**config.mk**
```make
export PLATFORM = sky130hd
export DESIGN_NAME = regFile
export DESIGN_NICKNAME = d
export VERILOG_FILES = /design/src/rvPkg.sv /design/src/regFile.sv
export SDC_FILE = /design/constraint.sdc
export NUM_CORES = 2
export LEC_CHECK = 0
export ABC_CLOCK_PERIOD_IN_PS = 1700
export BUFFER_PORTS_ARGS = -buffer_cell sky130_fd_sc_hd__buf_2
export CORE_MARGIN = 2
export CORE_UTILIZATION = 58
export CTS_CLUSTER_DIAMETER = 60
export CTS_CLUSTER_SIZE = 24
export DETAILED_ROUTE_END_ITERATION = 12
export PLACE_DENSITY_LB_ADDON = 0.08
export REMOVE_ABC_BUFFERS = 1
export SETUP_SLACK_MARGIN = 0.02
export SYNTH_ARGS = -nofsm -noshare
export SYNTH_HDL_FRONTEND = slang
export SYNTH_SLANG_ARGS = --single-unit
export TNS_END_PERCENT = 5
```
**constraint.sdc**
```tcl
create_clock -name CLK -period 1.7 [get_ports CLK]
set_input_delay 0.255 -clock CLK [delete_from_list [all_inputs] [get_ports CLK]]
set_output_delay 0.255 -clock CLK [all_outputs]
set_load 0.01 [all_outputs]
```
**src/rvPkg.sv**
```systemverilog
`default_nettype none

package rvPkg;

    localparam int XLEN    = 32;
    localparam int IMEM_AW = 8;  // 256 instruction words
    localparam int DMEM_AW = 8;  // 256 data words

    // RV32I major opcodes in use
    typedef enum logic [6:0] {
        OP_REG    = 7'b0110011,
        OP_IMM    = 7'b0010011,
        OP_LOAD   = 7'b0000011,
        OP_STORE  = 7'b0100011,
        OP_BRANCH = 7'b1100011,
        OP_LUI    = 7'b0110111,
        OP_JAL    = 7'b1101111
    } opcodeE;

    typedef enum logic [3:0] {
        ALU_ADD,
        ALU_SUB,
        ALU_AND,
        ALU_OR,
        ALU_XOR,
        ALU_SLT,
        ALU_SLL,
        ALU_SRL,
        ALU_PASSB  // Operand B straight through, for lui
    } aluOpE;

    typedef enum logic [2:0] {
        IMM_I,
        IMM_S,
        IMM_B,
        IMM_U,
        IMM_J
    } immSelE;

    // Field split per format, MSB first
    typedef struct packed {
        logic [6:0] funct7;
        logic [4:0] rs2;
        logic [4:0] rs1;
        logic [2:0] funct3;
        logic [4:0] rd;
        logic [6:0] opcode;
    } rTypeT;

    typedef struct packed {
        logic [11:0] imm;
        logic [4:0]  rs1;
        logic [2:0]  funct3;
        logic [4:0]  rd;
        logic [6:0]  opcode;
    } iTypeT;

    typedef struct packed {
        logic [6:0] immHi;
        logic [4:0] rs2;
        logic [4:0] rs1;
        logic [2:0] funct3;
        logic [4:0] immLo;
        logic [6:0] opcode;
    } sTypeT;

    typedef struct packed {
        logic       imm12;
        logic [5:0] imm10to5;
        logic [4:0] rs2;
        logic [4:0] rs1;
        logic [2:0] funct3;
        logic [3:0] imm4to1;
        logic       imm11;
        logic [6:0] opcode;
    } bTypeT;

    typedef struct packed {
        logic [19:0] imm;  // Upper 20 bits of the value
        logic [4:0]  rd;
        logic [6:0]  opcode;
    } uTypeT;

    typedef struct packed {
        logic       imm20;
        logic [9:0] imm10to1;
        logic       imm11;
        logic [7:0] imm19to12;
        logic [4:0] rd;
        logic [6:0] opcode;
    } jTypeT;

    // One instruction word, every format view
    typedef union packed {
        rTypeT r;
        iTypeT i;
        sTypeT s;
        bTypeT b;
        uTypeT u;
        jTypeT j;
    } instWordU;

    typedef struct packed {
        logic   regWrite;
        logic   memWrite;
        logic   memToReg;
        logic   aluSrcImm;
        logic   branch;
        logic   branchNe;  // bne instead of beq
        logic   jump;
        immSelE immSel;
        aluOpE  aluOp;
    } ctrlT;

    typedef struct packed {
        logic            en;
        logic [4:0]      rd;
        logic [XLEN-1:0] data;
    } regWrT;

    typedef struct packed {
        logic            en;
        logic [XLEN-1:0] addr;
        logic [XLEN-1:0] data;
    } memWrT;

    typedef struct packed {
        logic [XLEN-1:0] pc;
        instWordU        instr;
        regWrT           regWr;
        memWrT           memWr;
    } retireT;

    typedef struct packed {
        logic               en;
        logic [IMEM_AW-1:0] addr;
        logic [XLEN-1:0]    data;
    } imemWrT;

endpackage

`default_nettype wire
```
**src/regFile.sv**
```systemverilog
`default_nettype none

module regFile (
    input  logic                   CLK,
    input  logic                   arstN,
    input  logic [4:0]             rs1,
    input  logic [4:0]             rs2,
    output logic [rvPkg::XLEN-1:0] rd1,
    output logic [rvPkg::XLEN-1:0] rd2,
    input  rvPkg::regWrT           wr
);
    import rvPkg::*;

    logic [XLEN-1:0] regs [32];

    // x0 is cleared here and never written afterwards
    always_ff @(posedge CLK or negedge arstN) begin
        if (!arstN) begin
            for (int k = 0; k < 32; k++) begin
                regs[k] <= '0;
            end
        end else if (wr.en && (wr.rd != 5'd0)) begin
            regs[wr.rd] <= wr.data;
        end
    end

    // Two read ports, no bypass
    assign rd1 = regs[rs1];
    assign rd2 = regs[rs2];

endmodule

`default_nettype wire

```
==> out/metrics.yaml <==
final_util_pct: 68.8
tightest_slew_ns: 0.717
slew_violations: 0
met2WireLength_mm: 80.3
final_cell_mix: "dfrtp_1, mux2i_1, mux2_2"
antenna_left: 0
p_leak_nw: 31.2
max_stage_delay_ns: 0.40
mostFrequentLayoutCell: "dfrtp_1"
cp_max_fo: 2
largest_register_ff_count: 1024
grt_pass1_wl_mm: 261
period_share_pct: 140
ys_types: 28
antenna_found_initial: 6
wl_met1_mm: 75.0
fin_ws_ns: -0.683
start_util_pct: 58.7
cp_slowest_cell: "dfrtp_1"
stdcell_area_mm2: 0.0656
port-buffer-count: 113
path_cells: "buf_4 > mux2i_1 > a22o_1 > nor3_2 > a31oi_4 > nand3_2 > buf_6"
root_buffer: "clkbuf_16"
rsz0062_at_grt: "true"
end_kind: "primary output"
syn2layout_area_growth_pct: 17.2
power.total_mw: 69.5
top_regs: "regs: 1024 flops"
vias: 40220
core_area_mm2: 0.0953
grt-ovfl-total: 0
slew_headroom_pct: 52.0
wl_per_cell_um: 28.3
setup_viol: 64
die_area_mm2: 0.0990
wl_met3_mm: 12.3
track_usage_pct: 34.9
detail_route.vias_per_cell: 6.55
gp_congestion: 0.880
yosysSeqAreaShare_pct: 45.8
syn_area_mm2: 0.0559
die_h_um: 315
clock_sinks: 1024
nets: 4853
crit_type: "register to primary output"
syn_area_per_cell_um2: 12.2
max_freq_ghz: 0.420
first_iter_violations: 3813
synth.ff_latch_count: 1024
first_pass_iters: 7
crit_required_ns: 1.44
ir_worst_vdd_mv: 0.916
cts_max_level: 3
yosys_warnings: 0
crit_arrival_ns: 2.13
clk_transition_reported_paths_ns: 0.07
rows: 113
worstSkewPairLatency_ns: 0.69
finClkSkew_ns: 0
wl_mm: 174
placed_cell_area_mm2: 0.0617
cts_tree: "yes"
post-dp-hpwl_mm: 112
grt_start_max_net_pins: 90
start_kind: "register"
cts_buffers: 91
cts_buffer_depth: 3
die_x_um: 315
violations: "negative setup slack"
netlist_instances: 4601
hold_path_class: "input port to asynchronous set/reset pin"
num_io_pins: 114
maxCapViolations: 0
power_density_mw_per_mm2: 1060
topRoutingLayerUsed: "met5"
status: "finished, violations left"
drive_above_1_share_pct: 37.5
period_minus_slack_ns: 2.38
hold_viol: 0
largest_register: "regs"
drc: 0
grt_pass1_vias: 40602
## where the power goes
group          switching, mW  internal, mW
clock                   10.9          11.3
combinational           6.74          8.00
sequential              3.63          29.0
total                   21.2          48.3
## cells by family after synthesis
family / Yosys count / share of synthesized area [%]
AOI/OAI and AO/OA: 576 / 7.01
buffers and inverters: 473 / 4.50
DFF: 1024 / 45.8
muxes: 2016 / 38.3
and+or+nand+nor: 512 / 4.39
## synthesized netlist by cell type
master	number	area share [%]
nand2_1	210	1.4
buf_2	111	0.99
buf_1	26	0.17
and3b_1	1	0.016
nor2_4	16	0.32
and2_1	2	0.022
dfrtp_1	1024	46
a22oi_1	192	2.6
nand3b_1	4	0.054
a22o_1	128	2.0
nor3_1	65	0.58
nand3_1	194	1.7
mux2i_1	1024	18
a31oi_1	64	0.72
nor2_1	3	0.020
and3_1	1	0.011
buf_6	48	0.97
nor2b_1	4	0.045
or3b_4	1	0.020
clkbuf_1	224	1.5
mux2_2	953	19
buf_4	64	0.86
nor3b_1	1	0.013
or2_2	3	0.034
nand2b_1	4	0.045
a21oi_1	192	1.7
nor3b_2	3	0.067
mux2_1	39	0.79
## per-stage QoR
| stage | setup TNS, ns | std cells | setup slack (ns) | hold WS [ns] |
|---|---|---|---|---|
| final | -36.76 | 6143 | -0.683 | 0.0274 |
| after global routing | -42.59 | 6142 | -0.752 | 0.0339 |
| after CTS | -38.81 | 6140 | -0.710 | 0.00179 |
| after detailed placement | -145.78 | 5974 | -0.532 | 0.140 |
| after global placement | -132.32 | 5974 | -0.528 | 0.141 |
| after floorplan | -270.78 | 4128 | -3.76 | -0.0406 |
## timing repair
item | 4_1_cts | 5_1_grt
hold endpoints to repair | 581 | 0
buffers inserted | 0 | 4
pin swaps | 43 | 44
hold buffers | 1 | 0
setup endpoints to repair | 64 | 64
gates resized for setup | 79 | 34
## critical path: cells and delay by family (launching register included)
kind	cells	cell delay [ns]
AO/OA/AOI/OAI	2	0.42
flip-flops	1	0.40
multiplexers	1	0.13
AND/OR/NAND/NOR	2	0.21
buffers and inverters	2	0.28
## routing by layer
metal / vias up / track usage, %
met5: - / 0
met4: 6 / 12.0
met3: 362 / 5.74
met2: 1518 / 55.0
met1: 20952 / 49.2
li1: 17382 / -
## layout make-up
cell class	instances	area, um2
tap	1265	1580
clock inverter	69	830
timing repair buffer	582	6720
multi-input combinational	3104	28500
clock buffer	98	2320
sequential	1024	25600
fill	7010	29700
antenna	1	2.50
## path summary, 6_finish.rpt
kind / cells past startpoint / startpoint / to / slack (ns)
worst max-delay path: 7 / regs[774] / rd2[6] / -0.68
worst min-delay path: 2 / arstN / regs[706] / 0.03
worst max register to register: 2 / regs[772] / regs[772] / 0.76
worst min register to register: 0 / regs[996] / regs[996] / 0.40
max in group asynchronous: 4 / arstN / regs[52] / 0.80
min in group CLK: 2 / wr[23] / regs[919] / 0.19
(Power assumes the default switching activity.)
