--- src/rvPkg.sv ---
`default_nettype none

package rvPkg;

    localparam int XLEN    = 32;
    localparam int IMEM_AW = 8;  // 256 instruction words
    localparam int DMEM_AW = 8;  // 256 data words

    // RV32I major opcodes in use
    typedef enum logic [6:0] {
        OP_REG    = 7'b0110011,
        OP_IMM    = 7'b0010011,
        OP_LOAD   = 7'b0000011,
        OP_STORE  = 7'b0100011,
        OP_BRANCH = 7'b1100011,
        OP_LUI    = 7'b0110111,
        OP_JAL    = 7'b1101111
    } opcodeE;

    typedef enum logic [3:0] {
        ALU_ADD,
        ALU_SUB,
        ALU_AND,
        ALU_OR,
        ALU_XOR,
        ALU_SLT,
        ALU_SLL,
        ALU_SRL,
        ALU_PASSB  // Operand B straight through, for lui
    } aluOpE;

    typedef enum logic [2:0] {
        IMM_I,
        IMM_S,
        IMM_B,
        IMM_U,
        IMM_J
    } immSelE;

    // Field split per format, MSB first
    typedef struct packed {
        logic [6:0] funct7;
        logic [4:0] rs2;
        logic [4:0] rs1;
        logic [2:0] funct3;
        logic [4:0] rd;
        logic [6:0] opcode;
    } rTypeT;

    typedef struct packed {
        logic [11:0] imm;
        logic [4:0]  rs1;
        logic [2:0]  funct3;
        logic [4:0]  rd;
        logic [6:0]  opcode;
    } iTypeT;

    typedef struct packed {
        logic [6:0] immHi;
        logic [4:0] rs2;
        logic [4:0] rs1;
        logic [2:0] funct3;
        logic [4:0] immLo;
        logic [6:0] opcode;
    } sTypeT;

    typedef struct packed {
        logic       imm12;
        logic [5:0] imm10to5;
        logic [4:0] rs2;
        logic [4:0] rs1;
        logic [2:0] funct3;
        logic [3:0] imm4to1;
        logic       imm11;
        logic [6:0] opcode;
    } bTypeT;

    typedef struct packed {
        logic [19:0] imm;  // Upper 20 bits of the value
        logic [4:0]  rd;
        logic [6:0]  opcode;
    } uTypeT;

    typedef struct packed {
        logic       imm20;
        logic [9:0] imm10to1;
        logic       imm11;
        logic [7:0] imm19to12;
        logic [4:0] rd;
        logic [6:0] opcode;
    } jTypeT;

    // One instruction word, every format view
    typedef union packed {
        rTypeT r;
        iTypeT i;
        sTypeT s;
        bTypeT b;
        uTypeT u;
        jTypeT j;
    } instWordU;

    typedef struct packed {
        logic   regWrite;
        logic   memWrite;
        logic   memToReg;
        logic   aluSrcImm;
        logic   branch;
        logic   branchNe;  // bne instead of beq
        logic   jump;
        immSelE immSel;
        aluOpE  aluOp;
    } ctrlT;

    typedef struct packed {
        logic            en;
        logic [4:0]      rd;
        logic [XLEN-1:0] data;
    } regWrT;

    typedef struct packed {
        logic            en;
        logic [XLEN-1:0] addr;
        logic [XLEN-1:0] data;
    } memWrT;

    typedef struct packed {
        logic [XLEN-1:0] pc;
        instWordU        instr;
        regWrT           regWr;
        memWrT           memWr;
    } retireT;

    typedef struct packed {
        logic               en;
        logic [IMEM_AW-1:0] addr;
        logic [XLEN-1:0]    data;
    } imemWrT;

endpackage

`default_nettype wire
--- src/mainControl.sv ---
`default_nettype none

module mainControl (
    input  rvPkg::instWordU instr,
    output rvPkg::ctrlT     ctrl
);
    import rvPkg::*;

    logic [2:0] funct3;
    logic       funct7b5;
    aluOpE      aluFunct;

    assign funct3   = instr.r.funct3;
    assign funct7b5 = instr.r.funct7[5];

    // ALU op from funct3, shared by register and immediate forms
    always_comb begin
        case (funct3)
            3'b000: begin
                // sub only in the register form
                if ((instr.r.opcode == OP_REG) && funct7b5) begin
                    aluFunct = ALU_SUB;
                end else begin
                    aluFunct = ALU_ADD;
                end
            end
            3'b001:  aluFunct = ALU_SLL;
            3'b010:  aluFunct = ALU_SLT;
            3'b100:  aluFunct = ALU_XOR;
            3'b101:  aluFunct = ALU_SRL;
            3'b110:  aluFunct = ALU_OR;
            3'b111:  aluFunct = ALU_AND;
            default: aluFunct = ALU_ADD;  // sltu not supported
        endcase
    end

    always_comb begin
        ctrl        = '0;  // Unknown opcode acts as nop
        ctrl.immSel = IMM_I;
        ctrl.aluOp  = ALU_ADD;
        case (instr.r.opcode)
            OP_REG: begin
                ctrl.regWrite = 1'b1;
                ctrl.aluOp    = aluFunct;
            end
            OP_IMM: begin
                ctrl.regWrite  = 1'b1;
                ctrl.aluSrcImm = 1'b1;
                ctrl.aluOp     = aluFunct;
            end
            OP_LOAD: begin
                ctrl.regWrite  = 1'b1;
                ctrl.memToReg  = 1'b1;
                ctrl.aluSrcImm = 1'b1;
            end
            OP_STORE: begin
                ctrl.memWrite  = 1'b1;
                ctrl.aluSrcImm = 1'b1;
                ctrl.immSel    = IMM_S;
            end
            OP_BRANCH: begin
                ctrl.branch   = (funct3[2:1] == 2'b00);  // beq and bne only
                ctrl.branchNe = funct3[0];
                ctrl.immSel   = IMM_B;
                ctrl.aluOp    = ALU_SUB;
            end
            OP_LUI: begin
                ctrl.regWrite  = 1'b1;
                ctrl.aluSrcImm = 1'b1;
                ctrl.immSel    = IMM_U;
                ctrl.aluOp     = ALU_PASSB;
            end
            OP_JAL: begin
                ctrl.regWrite = 1'b1;
                ctrl.jump     = 1'b1;
                ctrl.immSel   = IMM_J;
            end
            default: ;
        endcase
        if (instr.r.rd == 5'd0) begin
            ctrl.regWrite = 1'b0;  // Writes to x0 dropped
        end
    end

endmodule

`default_nettype wire

--- config.mk ---
export PLATFORM = sky130hd
export DESIGN_NAME = mainControl
export DESIGN_NICKNAME = d
export VERILOG_FILES = /design/src/rvPkg.sv /design/src/mainControl.sv
export SDC_FILE = /design/constraint.sdc
export NUM_CORES = 1
export LEC_CHECK = 0
export ABC_CLOCK_PERIOD_IN_PS = 900
export BUFFER_PORTS_ARGS = -buffer_cell sky130_fd_sc_hd__buf_2
export CORE_AREA = 2 2 39 41
export DETAILED_ROUTE_END_ITERATION = 10
export DIE_AREA = 0 0 41 43
export PLACE_DENSITY = 0.74
export SLEW_MARGIN = 0
export SYNTH_ARGS = -nofsm -noshare
export SYNTH_HDL_FRONTEND = slang
export SYNTH_SLANG_ARGS = --single-unit
--- constraint.sdc ---
create_clock -name vclk -period 0.9
set_clock_uncertainty 0.1 [all_clocks]
set_input_delay 0.045 -clock vclk [all_inputs]
set_output_delay 0.045 -clock vclk [all_outputs]
set_load 0.05 [all_outputs]
==> results of run 1 <==
-- routing by layer --
| layer | track usage | vias to the layer above |
|---|---|---|
| met4 | 0 | 0 |
| li1 | - | 259 |
| met3 | 0 | 0 |
| met1 | 0.1778 | 247 |
| met2 | 0.2906 | 18 |
| met5 | 0 | - |
-- layout make-up --
class,count,area (µm²)
fillers,101,439.2
inverters,1,3.754
multi-input cells,39,456.7
well taps,16,20.02
repair buffers,51,464.2
-- worst paths after layout --
check	from	end	slack [ns]	cells after the start
worst max-delay path	instr[3]	ctrl[13]	-0.28	5
worst min-delay path	instr[6]	ctrl[10]	0.36	4
-- kinds of logic after synthesis --
kind of cell	after synthesis	synth area share
AO/OA/AOI/OAI	4	0.09584
XOR/XNOR	3	0.08752
buffers and inverters	3	0.05415
multiplexers	2	0.06667
AND/OR/NAND/NOR	30	0.6959
-- per-stage QoR --
step	setup TNS [ns]	setup WS, ns	util
after floorplan	-2.722	-0.3497	-
after global placement	-3.905	-0.4122	0.5109
after detailed placement	-4.104	-0.4119	0.5109
after CTS	-2.189	-0.3017	0.6537
after global routing	-2.752	-0.3209	0.6826
final	-2.322	-0.2768	0.6826
-- cell usage after synthesis --
library cell  instances  area [µm²]
xnor2_1               1       8.760
nor3b_2               2       25.02
nand2_1               2       7.510
and2b_1               1       7.510
nand4_1               1       6.260
a21o_1                1       7.510
buf_2                 1       5.000
nor4_1                1       6.260
nand3b_1              3       22.52
or3b_1                1       8.760
or4_1                 1       7.510
a21oi_1               1       5.000
mux2i_1               2       20.02
xor2_1                2       17.52
nor2b_1               1       6.260
and4bb_2              1       12.51
a311oi_1              1       8.760
inv_1                 1       3.750
nor4b_2               1       15.01
buf_4                 1       7.510
o211ai_1              1       7.510
nand4b_1              2       17.52
nand2b_1              1       6.260
and4b_1               1       10.01
nor3_1                3       15.01
nor2_1                7       26.28
nand2b_2              1       8.760
-- power breakdown --
group          total (mW)  leakage, nW  switching (mW)  internal, mW
sequential              0            0               0             0
combinational       0.318        0.417           0.153         0.165
clock                   0            0               0             0
total               0.318        0.417           0.153         0.165
-- what timing repair did --
item,CTS,global route
pin swaps,8,5
hold endpoints to repair,0,0
setup endpoints to repair,14,14
gates resized for setup,47,10
buffers inserted,5,2
==> impl_metrics.json, run 1 <==
{
  "maxCapViolations": 0,
  "seq_area_um2": 0,
  "hold_ws_ns": 0.3624,
  "hpwl_um": 967.2,
  "setup.worst_path.end_class": "primary output",
  "slew_viol_final": 0,
  "p_total_uw": 317.9,
  "leakage_nw": 0.4167,
  "startpoint_type": "primary input",
  "rows": 14,
  "path_class": "primary input to primary output",
  "die_h_um": 43,
  "ios": 46,
  "synth_area_um2": 300.3,
  "dr_wl_met2_um": 874,
  "clkbuf_count": 0,
  "final_net_count": 125,
  "arrival_ns": 1.03,
  "violations": "setup timing",
  "grt_setup_unrepaired": "yes",
  "period_share": 1.308,
  "place_congestion": 0.7472,
  "placement.cell_area_um2": 706.9,
  "wire_per_inst_um": 14.10,
  "cts_hold_buf": 0,
  "syn2layout_area_growth_pct": 214.6,
  "grt_start_max_net_pins": 7,
  "grt_pass1_vias": 484,
  "finalWorstSetupSlack_ns": -0.2768,
  "finalHoldViolCount": 0,
  "cp_cell_sequence": "buf_8 -> or3b_4 -> a21o_1 -> a21oi_4 -> buf_6",
  "wl_met1_um": 539,
  "peakVddDrop_uv": 162.8,
  "wirelength_um": 1509,
  "ant_nets": 0,
  "period_minus_slack_ns": 1.177,
  "max_stage_delay_ns": 0.40,
  "stdcell_area_um2": 944.7,
  "synth_cells": 42,
  "drt_pass1_iterations": 4,
  "final_cell_mix": "buf_6, buf_4, buf_2",
  "drcViolationCount": 0,
  "grt_first_pass_wirelength_um": 1959,
  "holdCritPathClass": "primary input to primary output",
  "layout-drive-gt1-share": 0.8132,
  "critPathBufInv": 2,
  "initial_core_util": 0.2170,
  "slew_headroom": 0.8037,
  "met3_length_um": 94,
  "die_x_um": 41,
  "vias_per_cell": 4.897,
  "design.seq.count": 0,
  "crit_family": "simple AND/OR/NAND/NOR gates",
  "overflow": 0,
  "setup_viol": 14,
  "powerDensity_nw_per_um2": 336.5,
  "drt_iter0_markers": 12,
  "syn_area_per_cell_um2": 7.150,
  "tightest_slew_ns": 0.2863,
  "ys_types": 27,
  "final_common_cell": "buf_6",
  "yosysWarnings": 0,
  "cpMaxStageDelayCell": "or3b_4",
  "port_buffers": 30,
  "die_area_um2": 1763,
  "outcome": "finished, violations left",
  "grt.total_usage": 0.1490,
  "yosysSeqAreaShare": 0,
  "num_antenna_cells": 0,
  "worstPathMaxFanout": 5,
  "fmax_mhz": 849.8,
  "core_um2": 1384,
  "dp_cells": 101,
  "fin_cells": 107,
  "synth_nets": 74,
  "required_ns": 0.75,
  "antenna_found_initial": 0,
  "top_layer": "met3",
  "vias": 524
}
Note: power is estimated with default switching activity, not from simulation.
==> run 2, diff against run 1 <==
Settings changed: PLACE_DENSITY 0.74 to 0.65.
==> run 2 against run 1 <==
  * The run still ends with setup timing left
  * Flip-flop and latch count unchanged
  * Highest routed layer unchanged
  * Combinational power about the same
  * Via count rose by 1.3%
  * Core utilization increased by 0.63 points
  * Setup slack got worse by 0.014 ns
  * Final cell count unchanged
  * Routed wire length fell by 5.6%
  * Cell area increased by 0.93%
==> impl_metrics.json, run 2 (synthesized netlist as in run 1, its figures left out) <==
{
  "grt_first_pass_wirelength_um": 1649,
  "wire_per_inst_um": 13.31,
  "cp_cell_sequence": "buf_8 -> or3b_1 -> a21o_1 -> a21oi_4 -> buf_6",
  "die_area_um2": 1763,
  "crit_path_start": "instr[6]",
  "period_share": 1.323,
  "port_buffers": 30,
  "die_h_um": 43,
  "max_stage_delay_ns": 0.40,
  "wirelength_um": 1424,
  "powerDensity_nw_per_um2": 333.4,
  "initial_core_util": 0.2170,
  "fillCellCount": 95,
  "cp-endpoint": "ctrl[13]",
  "cpMaxStageDelayCell": "or3b_1",
  "violations": "setup timing",
  "startpoint_type": "primary input",
  "fin_cells": 107,
  "cts_hold_buf": 0,
  "critPathBufInv": 2,
  "fin_setup_tns_ns": -2.612,
  "dp_cells": 104,
  "arrival_ns": 1.05,
  "grt.total_usage": 0.1271,
  "peakVddDrop_uv": 157.5,
  "ant_nets": 0,
  "vias": 531,
  "overflow": 0,
  "finalWorstSetupSlack_ns": -0.2907,
  "holdCritPathClass": "primary input to primary output",
  "required_ns": 0.75,
  "vias_per_cell": 4.963,
  "crit_cells": 5,
  "syn2layout_area_growth_pct": 217.5,
  "fmax_mhz": 839.9,
  "final_cell_mix": "buf_6, buf_4, buf_2",
  "die_x_um": 41,
  "rows": 14,
  "drt_iter0_markers": 0,
  "worstPathMaxFanout": 5,
  "clkbuf_count": 0,
  "leakage_nw": 0.4215,
  "num_antenna_cells": 0,
  "outcome": "finished, violations left",
  "slew_headroom": 0.8086,
  "finalHoldViolCount": 0,
  "maxCapViolations": 0,
  "setup.worst_path.end_class": "primary output",
  "seq_area_um2": 0,
  "setup_viol": 14,
  "hold_ws_ns": 0.3691,
  "grt_start_max_net_pins": 7,
  "slew_viol_final": 0,
  "drt_pass1_iterations": 1,
  "final_net_count": 125,
  "final_common_cell": "buf_6",
  "design.seq.count": 0,
  "ios": 46,
  "period_minus_slack_ns": 1.191,
  "core_um2": 1384,
  "whs_path_depth": 4,
  "place_congestion": 0.7250,
  "grt_setup_unrepaired": "yes",
  "hpwl_um": 930.6,
  "dp_slack_ns": -0.3997,
  "tightest_slew_ns": 0.2791,
  "grt_pass1_vias": 400,
  "crit_family": "simple AND/OR/NAND/NOR gates",
  "multi_input_area_um2": 450.4,
  "drcViolationCount": 0,
  "antenna_found_initial": 0,
  "layout-drive-gt1-share": 0.7802,
  "path_class": "primary input to primary output"
}
run 2: metrics by stage:
stage,util,area (µm²),power [mW]
global route,0.6890,953.4,0.3360
floorplan,-,464.2,0.1387
detailed placement,0.5271,729.5,0.2481
CTS,0.6519,902.1,0.2946
global placement,0.5271,729.5,0.2450
finish,0.6890,953.4,0.3179
run 2: repair_timing:
item / in CTS / in global routing
pin swaps: 10 / 6
setup endpoints to repair: 14 / 14
resized for setup: 46 / 10
setup buffers: 1 / 2
run 2: final cells by class:
type	count	area share
inverters	1	0.003937
multi-input cells	39	0.4724
well taps	16	0.02100
repair buffers	51	0.5026
run 2: per-layer routing:
metal,part of all wire,track usage,wire length (µm)
met1,0.38,0.1529,535
met3,0.046,0,65
met4,0,0,0
met5,0,0,0
met2,0.58,0.2469,823
run 2: worst min-delay path by stage:
stage              start  slack [ns]       end
4_1_cts         instr[6]        0.38  ctrl[10]
3_3_place_gp   instr[14]        0.44   ctrl[9]
2_1_floorplan   instr[6]        0.05  ctrl[10]
6_report        instr[2]        0.37   ctrl[0]
5_1_grt         instr[2]        0.38   ctrl[8]
3_5_place_dp   instr[14]        0.44   ctrl[9]
run 2: power by group:
part           internal (mW)  switching [mW]
clock                      0               0
sequential                 0               0
combinational          0.166           0.152
==> run 3, diff against run 2 <==
Settings changed: RECOVER_POWER set to 25, SETUP_SLACK_MARGIN set to 0.5.
==> run 3 against run 2 <==
  * The run still ends with setup timing left
  * Global-route usage increased by 5.1 points
  * Total power increased by 9.1%
  * Critical path type unchanged
  * First-iteration DRC count increased by 1
  * Clock-buffer cell count unchanged
  * Non-clock buffer count increased by 6
  * Via count increased by 0.38%
  * Setup slack improved by 0.031 ns
  * Combinational power increased by 9.1%
==> impl_metrics.json, run 3 (synthesized netlist as in run 1, its figures left out) <==
{
  "finalHoldViolCount": 0,
  "design.seq.count": 0,
  "maxCapViolations": 0,
  "cts_hold_buf": 0,
  "initial_core_util": 0.2170,
  "cp_cell_sequence": "buf_8 -> or3b_4 -> a21o_1 -> a21oi_4 -> buf_6",
  "required_ns": 0.75,
  "period_share": 1.288,
  "drcViolationCount": 0,
  "clkbuf_count": 0,
  "setup.worst_path.end_class": "primary output",
  "grt_pass1_vias": 547,
  "worstPathMaxFanout": 4,
  "fin_setup_tns_ns": -2.225,
  "seq_area_um2": 0,
  "slew_headroom": 0.7900,
  "layout-drive-gt1-share": 0.8041,
  "final_common_cell": "buf_6",
  "top_layer": "met4",
  "rows": 14,
  "max_stage_delay_ns": 0.39,
  "cpMaxStageDelayCell": "or3b_4",
  "stdcell_area_um2": 1012,
  "grt_start_max_net_pins": 7,
  "dr_wl_met2_um": 808,
  "fmax_mhz": 862.5,
  "period_minus_slack_ns": 1.159,
  "die_x_um": 41,
  "num_antenna_cells": 0,
  "met3_length_um": 75,
  "arrival_ns": 1.01,
  "die_area_um2": 1763,
  "outcome": "finished, violations left",
  "finalWorstSetupSlack_ns": -0.2594,
  "path_class": "primary input to primary output",
  "final_cell_mix": "buf_6, buf_4, buf_2",
  "wirelength_um": 1438,
  "ios": 46,
  "antenna_found_initial": 0,
  "die_h_um": 43,
  "grt_setup_unrepaired": "yes",
  "peakVddDrop_uv": 173.9,
  "holdCritPathClass": "primary input to primary output",
  "final_net_count": 131,
  "leakage_nw": 0.4548,
  "final_util": 0.7315,
  "vias_per_cell": 4.717,
  "core_um2": 1384,
  "placement.cell_area_um2": 747.0,
  "powerDensity_nw_per_um2": 342.7,
  "grt_first_pass_wirelength_um": 2256,
  "vias": 533,
  "setup_viol": 14,
  "hpwl_um": 986.3,
  "violations": "setup timing",
  "ant_nets": 0,
  "syn2layout_area_growth_pct": 237.1,
  "startpoint_type": "primary input",
  "place_congestion": 0.6744,
  "grt.total_usage": 0.1782,
  "drt_iter0_markers": 1,
  "port_buffers": 30,
  "dp_slack_ns": -0.4121,
  "overflow": 0,
  "tightest_slew_ns": 0.3062,
  "wl_met1_um": 532,
  "wire_per_inst_um": 12.73,
  "drt_pass1_iterations": 2,
  "slew_viol_final": 0
}
==> run 3: changes by cell type in the layout (fill, tap and decap cells not counted) <==
cell,previous run,this run
buf_8,8,6
buf_6,17,24
or3b_4,0,1
buf_4,15,16
or3b_1,1,0
==> run 3: stage by stage <==
stage / power [mW] / hold slack (ns) / std cells
after global routing: 0.3670 / 0.3986 / 113
after global placement: 0.2535 / 0.4108 / 106
after detailed placement: 0.2579 / 0.4172 / 106
final: 0.3469 / 0.3828 / 113
after floorplan: 0.1403 / 0.05372 / 42
after CTS: 0.3340 / 0.3838 / 113
==> run 3: critical path: cells and delay by family <==
| family | cells | cell delay, ns |
|---|---|---|
| AND/OR/NAND/NOR | 1 | 0.39 |
| AO/OA/AOI/OAI | 2 | 0.31 |
| buffers and inverters | 2 | 0.27 |
==> run 3: layer usage <==
layer,vias up,GRT usage
met4,0,0
met1,242,0.2229
li1,271,-
met2,18,0.3375
met5,-,0
met3,2,0
==> run 3: power by group <==
part	total (mW)	switching, mW	internal, mW
clock network	0	0	0
registers	0	0	0
logic	0.347	0.158	0.189
==> run 3: what timing repair did <==
item                       4_1_cts  5_1_grt
resized for setup               52        7
cloned                           0        0
pin swaps                       12        5
buffers inserted                 7        0
setup endpoints to repair       14       14
==> run 3: worst paths after layout <==
path	from	endpoint	depth (start not counted)	slack, ns
max	instr[6]	ctrl[13]	5	-0.26
min	instr[8]	ctrl[13]	4	0.38
==> run 3: layout make-up <==
cell class,instances,area (µm²)
repair buffers,57,535.5
multi-input cells,39,452.9
fillers,89,371.6
well taps,16,20.02
inverters,1,3.754
